## src/regfile_pkg.sv

```systemverilog
package regfile_pkg;

    // Register file geometry
    localparam int GPR_COUNT  = 8;
    localparam int GPR_ADDR_W = 3;
    localparam int REG_W      = 32;
    localparam int UPPER_W    = 16;  // Bits 31:16
    localparam int BYTE_W     = 8;

    // Sections per register, listed from the bottom up
    localparam int SEC_COUNT = 3;
    localparam int SEC_L     = 0;    // Bits 7:0
    localparam int SEC_H     = 1;    // Bits 15:8
    localparam int SEC_E     = 2;    // Upper half

    // Access size of a write, an allocation or a read.
    // Code 3 is not a legal size.
    typedef enum logic [1:0] {
        SIZE_8  = 2'd0,
        SIZE_16 = 2'd1,
        SIZE_32 = 2'd2
    } size_t;

endpackage

```

## src/gpr_section_decode.sv

```systemverilog
`timescale 1ns/1ps

module gpr_section_decode
    import regfile_pkg::*;
(
    input  logic                           en,
    input  logic [GPR_ADDR_W-1:0]          addr,
    input  size_t                          size,
    output logic [GPR_COUNT*SEC_COUNT-1:0] sec_en
);

    logic [GPR_ADDR_W-1:0] byte_reg;
    logic                  byte_hi;
    logic [GPR_ADDR_W-1:0] tgt_reg;
    logic [SEC_COUNT-1:0]  tgt_sec;

    // Byte addresses 4..7 name the high byte of registers 0..3
    assign byte_hi  = addr[GPR_ADDR_W-1];
    assign byte_reg = {1'b0, addr[GPR_ADDR_W-2:0]};

    always_comb begin
        tgt_reg = addr;
        tgt_sec = '0;
        case (size)
            SIZE_32: tgt_sec = '1;
            SIZE_16: begin
                tgt_sec[SEC_L] = 1'b1;
                tgt_sec[SEC_H] = 1'b1;
            end
            SIZE_8: begin
                tgt_reg = byte_reg;
                if (byte_hi) begin
                    tgt_sec[SEC_H] = 1'b1;
                end else begin
                    tgt_sec[SEC_L] = 1'b1;
                end
            end
            default: tgt_sec = '0;  // Illegal size, nothing enabled
        endcase
    end

    always_comb begin
        sec_en = '0;
        for (int i = 0; i < GPR_COUNT; i++) begin
            if (en && tgt_reg == GPR_ADDR_W'(i)) begin
                sec_en[i*SEC_COUNT +: SEC_COUNT] = tgt_sec;
            end
        end
    end

    always_comb begin
        assert final (!(en && size == 2'd3))
            else $error("section decode enabled with illegal size code 3");
    end

endmodule

```

## src/gpr_slot.sv

```systemverilog
`timescale 1ns/1ps

module gpr_slot
    import regfile_pkg::*;
#(
    parameter int TAG_W = 7
) (
    input  logic                 clk,
    input  logic                 rst_n,
    input  logic [SEC_COUNT-1:0] wr_sec,
    input  logic [REG_W-1:0]     wr_data,
    input  logic [SEC_COUNT-1:0] alloc_sec,
    input  logic [TAG_W-1:0]     alloc_id,
    input  logic                 bcast_en,
    input  logic [TAG_W-1:0]     bcast_id,
    input  logic                 tag_flush,
    output logic [REG_W-1:0]     value,
    output logic [SEC_COUNT-1:0] sec_valid
);

    logic [UPPER_W-1:0]   sec_e;
    logic [BYTE_W-1:0]    sec_h;
    logic [BYTE_W-1:0]    sec_l;
    logic [BYTE_W-1:0]    h_lane;
    logic [TAG_W-1:0]     tag_id [SEC_COUNT];
    logic [SEC_COUNT-1:0] bcast_hit;

    // High byte alone comes in on the low lane (AH/CH/DH/BH writes)
    assign h_lane = wr_sec[SEC_L] ? wr_data[2*BYTE_W-1 -: BYTE_W] : wr_data[BYTE_W-1:0];

    always_ff @(posedge clk or negedge rst_n) begin
        if (!rst_n) begin
            sec_e <= '0;
            sec_h <= '0;
            sec_l <= '0;
        end else begin
            if (wr_sec[SEC_L]) sec_l <= wr_data[BYTE_W-1:0];
            if (wr_sec[SEC_H]) sec_h <= h_lane;
            if (wr_sec[SEC_E]) sec_e <= wr_data[REG_W-1 -: UPPER_W];
        end
    end

    assign value = {sec_e, sec_h, sec_l};

    always_comb begin
        for (int s = 0; s < SEC_COUNT; s++) begin
            bcast_hit[s] = bcast_en && (tag_id[s] == bcast_id);
        end
    end

    // Flush beats allocate, allocate beats broadcast
    always_ff @(posedge clk or negedge rst_n) begin
        if (!rst_n) begin
            sec_valid <= '0;
            for (int s = 0; s < SEC_COUNT; s++) begin
                tag_id[s] <= '0;
            end
        end else begin
            for (int s = 0; s < SEC_COUNT; s++) begin
                if (tag_flush) begin
                    sec_valid[s] <= 1'b0;
                end else if (alloc_sec[s]) begin
                    sec_valid[s] <= 1'b1;
                    tag_id[s]    <= alloc_id;
                end else if (bcast_hit[s]) begin
                    sec_valid[s] <= 1'b0;
                end
            end
        end
    end

    // A pending bit only comes up from an allocation of its own section
    for (genvar s = 0; s < SEC_COUNT; s++) begin : g_valid_chk
        assert property (@(posedge clk) disable iff (!rst_n)
            $rose(sec_valid[s]) |-> $past(alloc_sec[s] && !tag_flush))
            else $error("section %0d became pending without an allocation", s);
    end

endmodule

```

## src/gpr_read_port.sv

```systemverilog
`timescale 1ns/1ps

module gpr_read_port
    import regfile_pkg::*;
(
    input  logic [GPR_ADDR_W-1:0]          rd_addr,
    input  size_t                          rd_size,
    input  logic [GPR_COUNT*REG_W-1:0]     values,
    input  logic [GPR_COUNT*SEC_COUNT-1:0] valids,
    output logic [REG_W-1:0]               rd_data,
    output logic [SEC_COUNT-1:0]           rd_pending
);

    localparam int HALF_W = 2 * BYTE_W;

    logic                  byte_hi;
    logic [GPR_ADDR_W-1:0] sel_reg;
    logic [REG_W-1:0]      sel_val;
    logic [SEC_COUNT-1:0]  sel_vld;
    logic [BYTE_W-1:0]     byte_val;
    logic                  byte_vld;

    // Same remap as the write side, only for byte reads
    assign byte_hi = (rd_size == SIZE_8) && rd_addr[GPR_ADDR_W-1];
    assign sel_reg = (rd_size == SIZE_8) ? {1'b0, rd_addr[GPR_ADDR_W-2:0]} : rd_addr;

    assign sel_val = values[sel_reg*REG_W +: REG_W];
    assign sel_vld = valids[sel_reg*SEC_COUNT +: SEC_COUNT];

    always_comb begin
        if (byte_hi) begin
            byte_val = sel_val[HALF_W-1 -: BYTE_W];
            byte_vld = sel_vld[SEC_H];
        end else begin
            byte_val = sel_val[BYTE_W-1:0];
            byte_vld = sel_vld[SEC_L];
        end
    end

    always_comb begin
        rd_data    = '0;
        rd_pending = '0;
        case (rd_size)
            SIZE_32: begin
                rd_data    = sel_val;
                rd_pending = sel_vld;
            end
            SIZE_16: begin
                rd_data = {{(REG_W-HALF_W){sel_val[HALF_W-1]}}, sel_val[HALF_W-1:0]};
                rd_pending[SEC_L] = sel_vld[SEC_L];
                rd_pending[SEC_H] = sel_vld[SEC_H];
            end
            SIZE_8: begin
                rd_data = {{(REG_W-BYTE_W){byte_val[BYTE_W-1]}}, byte_val};
                rd_pending[0] = byte_vld;  // Always in bit 0
            end
            default: begin
                rd_data    = '0;
                rd_pending = '0;
            end
        endcase
    end

endmodule

```

## src/regfile_top.sv

```systemverilog
`timescale 1ns/1ps

module regfile_top
    import regfile_pkg::*;
#(
    parameter int TAG_W = 7
) (
    input  logic                  clk,
    input  logic                  rst_n,
    // Write port
    input  logic                  wr_en,
    input  logic [GPR_ADDR_W-1:0] wr_addr,
    input  size_t                 wr_size,
    input  logic [REG_W-1:0]      wr_data,
    // Tag allocation
    input  logic                  alloc_en,
    input  logic [GPR_ADDR_W-1:0] alloc_addr,
    input  size_t                 alloc_size,
    input  logic [TAG_W-1:0]      alloc_id,
    // Result broadcast
    input  logic                  bcast_en,
    input  logic [TAG_W-1:0]      bcast_id,
    input  logic                  tag_flush,
    // Read port
    input  logic [GPR_ADDR_W-1:0] rd_addr,
    input  size_t                 rd_size,
    output logic [REG_W-1:0]      rd_data,
    output logic [SEC_COUNT-1:0]  rd_pending
);

    logic [GPR_COUNT*SEC_COUNT-1:0] wr_sec_en;
    logic [GPR_COUNT*SEC_COUNT-1:0] alloc_sec_en;
    logic [GPR_COUNT*REG_W-1:0]     values;
    logic [GPR_COUNT*SEC_COUNT-1:0] valids;

    gpr_section_decode u_wr_decode (
        .en     (wr_en),
        .addr   (wr_addr),
        .size   (wr_size),
        .sec_en (wr_sec_en)
    );

    gpr_section_decode u_alloc_decode (
        .en     (alloc_en),
        .addr   (alloc_addr),
        .size   (alloc_size),
        .sec_en (alloc_sec_en)
    );

    for (genvar i = 0; i < GPR_COUNT; i++) begin : g_slot
        gpr_slot #(
            .TAG_W (TAG_W)
        ) u_slot (
            .clk       (clk),
            .rst_n     (rst_n),
            .wr_sec    (wr_sec_en[i*SEC_COUNT +: SEC_COUNT]),
            .wr_data   (wr_data),
            .alloc_sec (alloc_sec_en[i*SEC_COUNT +: SEC_COUNT]),
            .alloc_id  (alloc_id),
            .bcast_en  (bcast_en),
            .bcast_id  (bcast_id),
            .tag_flush (tag_flush),
            .value     (values[i*REG_W +: REG_W]),
            .sec_valid (valids[i*SEC_COUNT +: SEC_COUNT])
        );
    end

    gpr_read_port u_read_port (
        .rd_addr    (rd_addr),
        .rd_size    (rd_size),
        .values     (values),
        .valids     (valids),
        .rd_data    (rd_data),
        .rd_pending (rd_pending)
    );

endmodule

```

## config.mk

```make
export PLATFORM = sky130hd
export DESIGN_NAME = regfile_top
export DESIGN_NICKNAME = d
export VERILOG_FILES = /design/src/regfile_pkg.sv /design/src/gpr_section_decode.sv /design/src/gpr_slot.sv /design/src/gpr_read_port.sv /design/src/regfile_top.sv
export SDC_FILE = /design/constraint.sdc
export NUM_CORES = 1
export LEC_CHECK = 0
export BUFFER_PORTS_ARGS = -buffer_cell sky130_fd_sc_hd__buf_4
export CAP_MARGIN = 0
export CORE_MARGIN = 1
export CORE_UTILIZATION = 48
export DETAILED_ROUTE_END_ITERATION = 8
export GPL_TIMING_DRIVEN = 0
export HOLD_SLACK_MARGIN = 0.03
export PLACE_DENSITY = 0.71
export RECOVER_POWER = 25
export SKIP_CTS_REPAIR_TIMING = 1
export SYNTH_ARGS = -nofsm -noshare
export SYNTH_HDL_FRONTEND = slang
export SYNTH_HIERARCHICAL = 1
export SYNTH_SLANG_ARGS = --single-unit
```

## constraint.sdc

```tcl
create_clock -name clk -period 11.5 [get_ports clk]
set_input_delay 3.45 -clock clk [delete_from_list [all_inputs] [get_ports clk]]
set_output_delay 3.45 -clock clk [all_outputs]
set_load 0.01 [all_outputs]
```

* Word level (Yosys, flattened, before mapping)
Cells that the tools add are included.
Word-level totals: bits in registers 448, bits in latches 0, bits in writable memories 0, ROM bits 0, input bits 67, output and inout bits 35, logic and storage cells 330, memories kept 0
Cells by class: add/sub/neg operators 0, $mul 1, div/mod/pow operators 0, $lt $le $gt $ge 0, equality and inequality tests 44, shifts and indexed selects 2, mux-type cells 113, bitwise operators 1, reduce and logical (&&, ||, !) cells 97
Operators with widths (number):
- $shiftx A256 B9 Y32 | 1
- $eq A7 B7 Y1 | 24
- $pmux W32 S3 | 1
- $mux W1 | 81
- $mux W8 | 9
- $reduce_bool A3 Y1 | 24
- $mux W3 | 19
- $reduce_and A2 Y1 | 24
- $logic_and A1 B1 Y1 | 41
- $eq A3 B3 Y1 const B | 8
- $shiftx A24 B6 Y3 | 1
- $eq A3 B2 Y1 const B | 4
- $pmux W2 S2 | 2
- $eq A2 B1 Y1 const B | 3
- $eq A2 B2 Y1 const B | 3
- $eq A3 B1 Y1 const B | 2
- $logic_not A2 Y1 | 3
- $logic_not A3 Y1 | 2
- $reduce_or A2 Y1 | 3
- $mul A3 B2 Y5 const B | 1
- $pmux W1 S2 | 1
- $not A1 Y1 | 1

* Depth between registers and ports, before layout
depth in word-level cells 7, depth in mapped cells 10, depth with buffers taken out 7

* Modules after synthesis
Netlist, hierarchy kept.
Modules (own cells, without submodules):
- gpr_slot | times used 8, cells each 171, area each 2384.8 sq um, sequential area each 1401.3 sq um
- gpr_read_port | times used 1, cells each 255, area each 2661.3 sq um, sequential area each 0.0 sq um
- gpr_section_decode | times used 2, cells each 48, area each 272.8 sq um, sequential area each 0.0 sq um

* Worst setup path after synthesis
OpenSTA, ideal clock, no wires.
kind in2out, start input rd_size[0], end output rd_data[12], arrival 5.104 ns, setup slack 2.946 ns, cell stages on the path 8, cells stage by stage inv_1 ha_1 nand2b_1 buf_2 buf_2 mux4_2 mux2i_1 o221ai_1
On the way: longest elaborated chain between the ends 5
RTL lines:
- start: declaration | line regfile_top.sv:26 | input size_t rd_size,
- $logic_not A2 Y1 | line gpr_read_port.sv:24, gpr_read_port.sv:25, gpr_read_port.sv:43
- $mux W3 | line gpr_read_port.sv:25 | assign sel_reg = (rd_size == SIZE_8) ? {1'b0, rd_addr[GPR_ADDR_W-2:0]} : rd_addr;
- $shiftx A256 B9 Y32 | line gpr_read_port.sv:27 | assign sel_val = values[sel_reg*REG_W +: REG_W];
- $mux W8 | line gpr_read_port.sv:31 | if (byte_hi) begin
- $pmux W32 S3 * | line gpr_read_port.sv:43 | case (rd_size)
- end: declaration | line regfile_top.sv:27 | output logic [REG_W-1:0] rd_data,
Every way passes the cells marked *; elsewhere a longest branch is shown, timed or not.

* Worst setup path after layout
start input rd_size[0], end output rd_data[9]
The elaborated chain is that of the path after synthesis.

==> impl_metrics.json <==
{
  "worstPathMaxFanout": 10,
  "worstPathArrival_ns": 6.12,
  "wire_per_inst_um": 22.3,
  "routed_via_density": 5.79,
  "report.final.slew_viol_count": 117,
  "synth-simple-area-share_pct": 6.18,
  "period_needed_ns": 9.57,
  "routed_wl_um": 55800,
  "synth_top_area_share_pct": 50.3,
  "nFillCells": 3748,
  "combPwrFrac_pct": 18.8,
  "grt_pass1_vias": 15100,
  "syn-num-nets": 1798,
  "max_slew_margin_pct": -330,
  "die_w_um": 217,
  "overflow": 0,
  "diodes": 0,
  "endpoint_kind": "output port",
  "p_int_mw": 3.37,
  "hold_viol_final": 0,
  "yosys.area_share.adder_pct": 0.674,
  "setup_viol": 0,
  "synth_top_family_by_area": "multiplexers",
  "synth_compound_area_share_pct": 4.54,
  "timing.final.crit_share_pct": 83.3,
  "synth.area.mux_share_pct": 28.8,
  "async_flop_share_pct": 100,
  "pin_count": 102,
  "clockBufferDepth": 3,
  "gp_congestion": 0.809,
  "fmax_ghz": 0.104,
  "grt_pass1_wl_um": 87300,
  "syn2layout_area_growth_pct": 14.6,
  "synth_common_cells": "dfrtp_1, mux2_2, xor2_1",
  "port_buffers": 97,
  "tns_ns": 0,
  "fp.dieH_um": 217,
  "required_ns": 8.05,
  "switching_share_pct": 26.8,
  "row_count": 78,
  "root_buffer": "clkbuf_16",
  "crit_path_start_kind": "input port",
  "grt_use_total_pct": 24.0,
  "synth_edf_count": 0,
  "p_leak_nw": 11.6,
  "synth_area_leaders": "dfrtp_1, mux2_2, xor2_1",
  "vias": 14500,
  "cts.sinks": 448,
  "cts_buffers": 50,
  "worstSetupPathType": "input port to output port",
  "ys_types": 42,
  "ys_seq_elements": 448,
  "synth_warnings": 6,
  "insertion_delay_ns": 0.59,
  "synth_most_common_cell": "dfrtp_1",
  "worst_pin_slew_ns": 6.45,
  "clkTransAtPathRegs_ns": 0.05,
  "status": "finished, violations left",
  "violations": "capacitance limit, slew limit",
  "synth_cells": 1719,
  "grt_max_degree": 122,
  "rsz0062_at_grt": "false",
  "nNetsFinal": 1950,
  "sequentialPowerShare_pct": 45.7,
  "die_area_mm2": 0.0473,
  "drt_iter0_markers": 1062,
  "syn_area_per_cell_um2": 13.0,
  "vdd_drop_max_uv": 131,
  "p_clk_share_pct": 35.5,
  "power_density_mw_per_mm2": 180,
  "syn_area_mm2": 0.0223,
  "antenna_found_initial": 0,
  "first_pass_iters": 5,
  "fin_skew_ns": 0.0122,
  "hpwlAfterDp_um": 35100,
  "hold_class": "register to register",
  "power_switching_mw": 1.23,
  "core_area_mm2": 0.0456,
  "initial_core_util_pct": 48.9,
  "synthFlopType": "dfrtp_1",
  "yosysTopAreaCell": "dfrtp_1",
  "maxCapViolCount": 1,
  "cts_tree": "done",
  "synth_xor_area_share_pct": 6.60,
  "whs_ns": 0.501,
  "ys_seq_area_share_pct": 50.3,
  "multi_input_area_mm2": 0.0104,
  "drc_errors": 0,
  "cts_max_level": 2,
  "postRouteAntennaNets": 0,
  "regArea_mm2": 0.0112,
  "drive_above_1_share_pct": 35.5
}
## metal layers
metal  track usage (%)  up-vias  wire, um
met5                 0        -         0
met4              6.71        0      1120
met3              3.54       84      2860
met2              40.1      403     27400
met1              32.4     7527     24500
li1                  -     6498         -
## power groups by stage
| stage | Combinational [mW] | Sequential, mW | Clock (mW) |
|---|---|---|---|
| 2_1_floorplan | 0.615 | 2.07 | 0 |
| 3_3_place_gp | 0.831 | 2.10 | 0 |
| 3_5_place_dp | 0.866 | 2.13 | 0 |
| 4_1_cts | 0.871 | 2.10 | 1.67 |
| 5_1_grt | 0.944 | 2.14 | 1.73 |
| 6_report | 0.867 | 2.10 | 1.63 |
## cell families after synthesis
| group | count (synthesis) |
|---|---|
| multiplexers | 533 |
| XOR/XNOR | 168 |
| AO/OA/AOI/OAI | 146 |
| buffers and inverters | 130 |
| flip-flops | 448 |
| adder cells (fa/ha/maj) | 12 |
| AND/OR/NAND/NOR | 282 |
## worst max-delay path, cell delays in order
cell	delay, ns
buf_4	0.14
inv_1	0.10
ha_1	0.24
nand2b_1	0.12
buf_2	0.19
buf_2	0.47
mux4_2	0.57
mux2i_1	0.44
o221ai_1	0.19
buf_4	0.20
## registers in the layout (all words and copies together) (netlist names)
register	flops
g_slot.u_slot/sec_e	128
g_slot.u_slot/sec_h	64
g_slot.u_slot/sec_l	64
g_slot.u_slot/sec_valid	24
g_slot.u_slot/tag_id	168
## cell usage in the layout (no fill, tap or decap), types with 51 or more instances in the layout
master	Yosys	final
mux2i_1	122	122
a21oi_1	67	67
mux2_2	360	360
buf_4	11	107
clkbuf_16	0	51
mux4_2	51	51
nor2_1	126	126
xor2_1	144	144
dfrtp_1	448	448
buf_2	64	64
## layout make-up
cell class	instances	share of cell area, %
multi-input combinational	1141	40.9
clock buffer	72	5.82
tap	600	2.94
clock inverter	16	0.794
sequential	448	43.9
inverter	18	0.265
buffer	112	2.24
timing repair buffer	100	3.16
## path summary, 6_finish.rpt
kind	slack (ns)	start	to	depth (start not counted)
worst max-delay path	1.93	rd_size[0]	rd_data[9]	10
worst min-delay path	0.50	g_slot[6].u_slot/sec_l[3]	g_slot[6].u_slot/sec_l[3]	1
worst max register to register	10.09	g_slot[1].u_slot/tag_id[5]	g_slot[1].u_slot/sec_valid[2]	4
worst min register to register	0.50	g_slot[6].u_slot/sec_l[3]	g_slot[6].u_slot/sec_l[3]	1
max in group asynchronous	2.63	rst_n	g_slot[6].u_slot/tag_id[13]	1
min in group asynchronous	5.25	rst_n	g_slot[1].u_slot/sec_h[2]	1
## metrics by stage
stage | total power, mW | std cells | cell area (um^2) | worst slack [ns] | util (%)
after floorplan | 2.69 | 1719 | 22300 | 2.95 | -
after global placement | 2.94 | 2416 | 23800 | 1.99 | 52.1
after detailed placement | 2.99 | 2419 | 23900 | 1.93 | 52.3
after CTS | 4.64 | 2507 | 25500 | 1.93 | 56.0
after global routing | 4.82 | 2507 | 25500 | 1.40 | 56.0
final | 4.60 | 2507 | 25500 | 1.93 | 56.0
No activity file was read; power rests on OpenSTA's default activity.
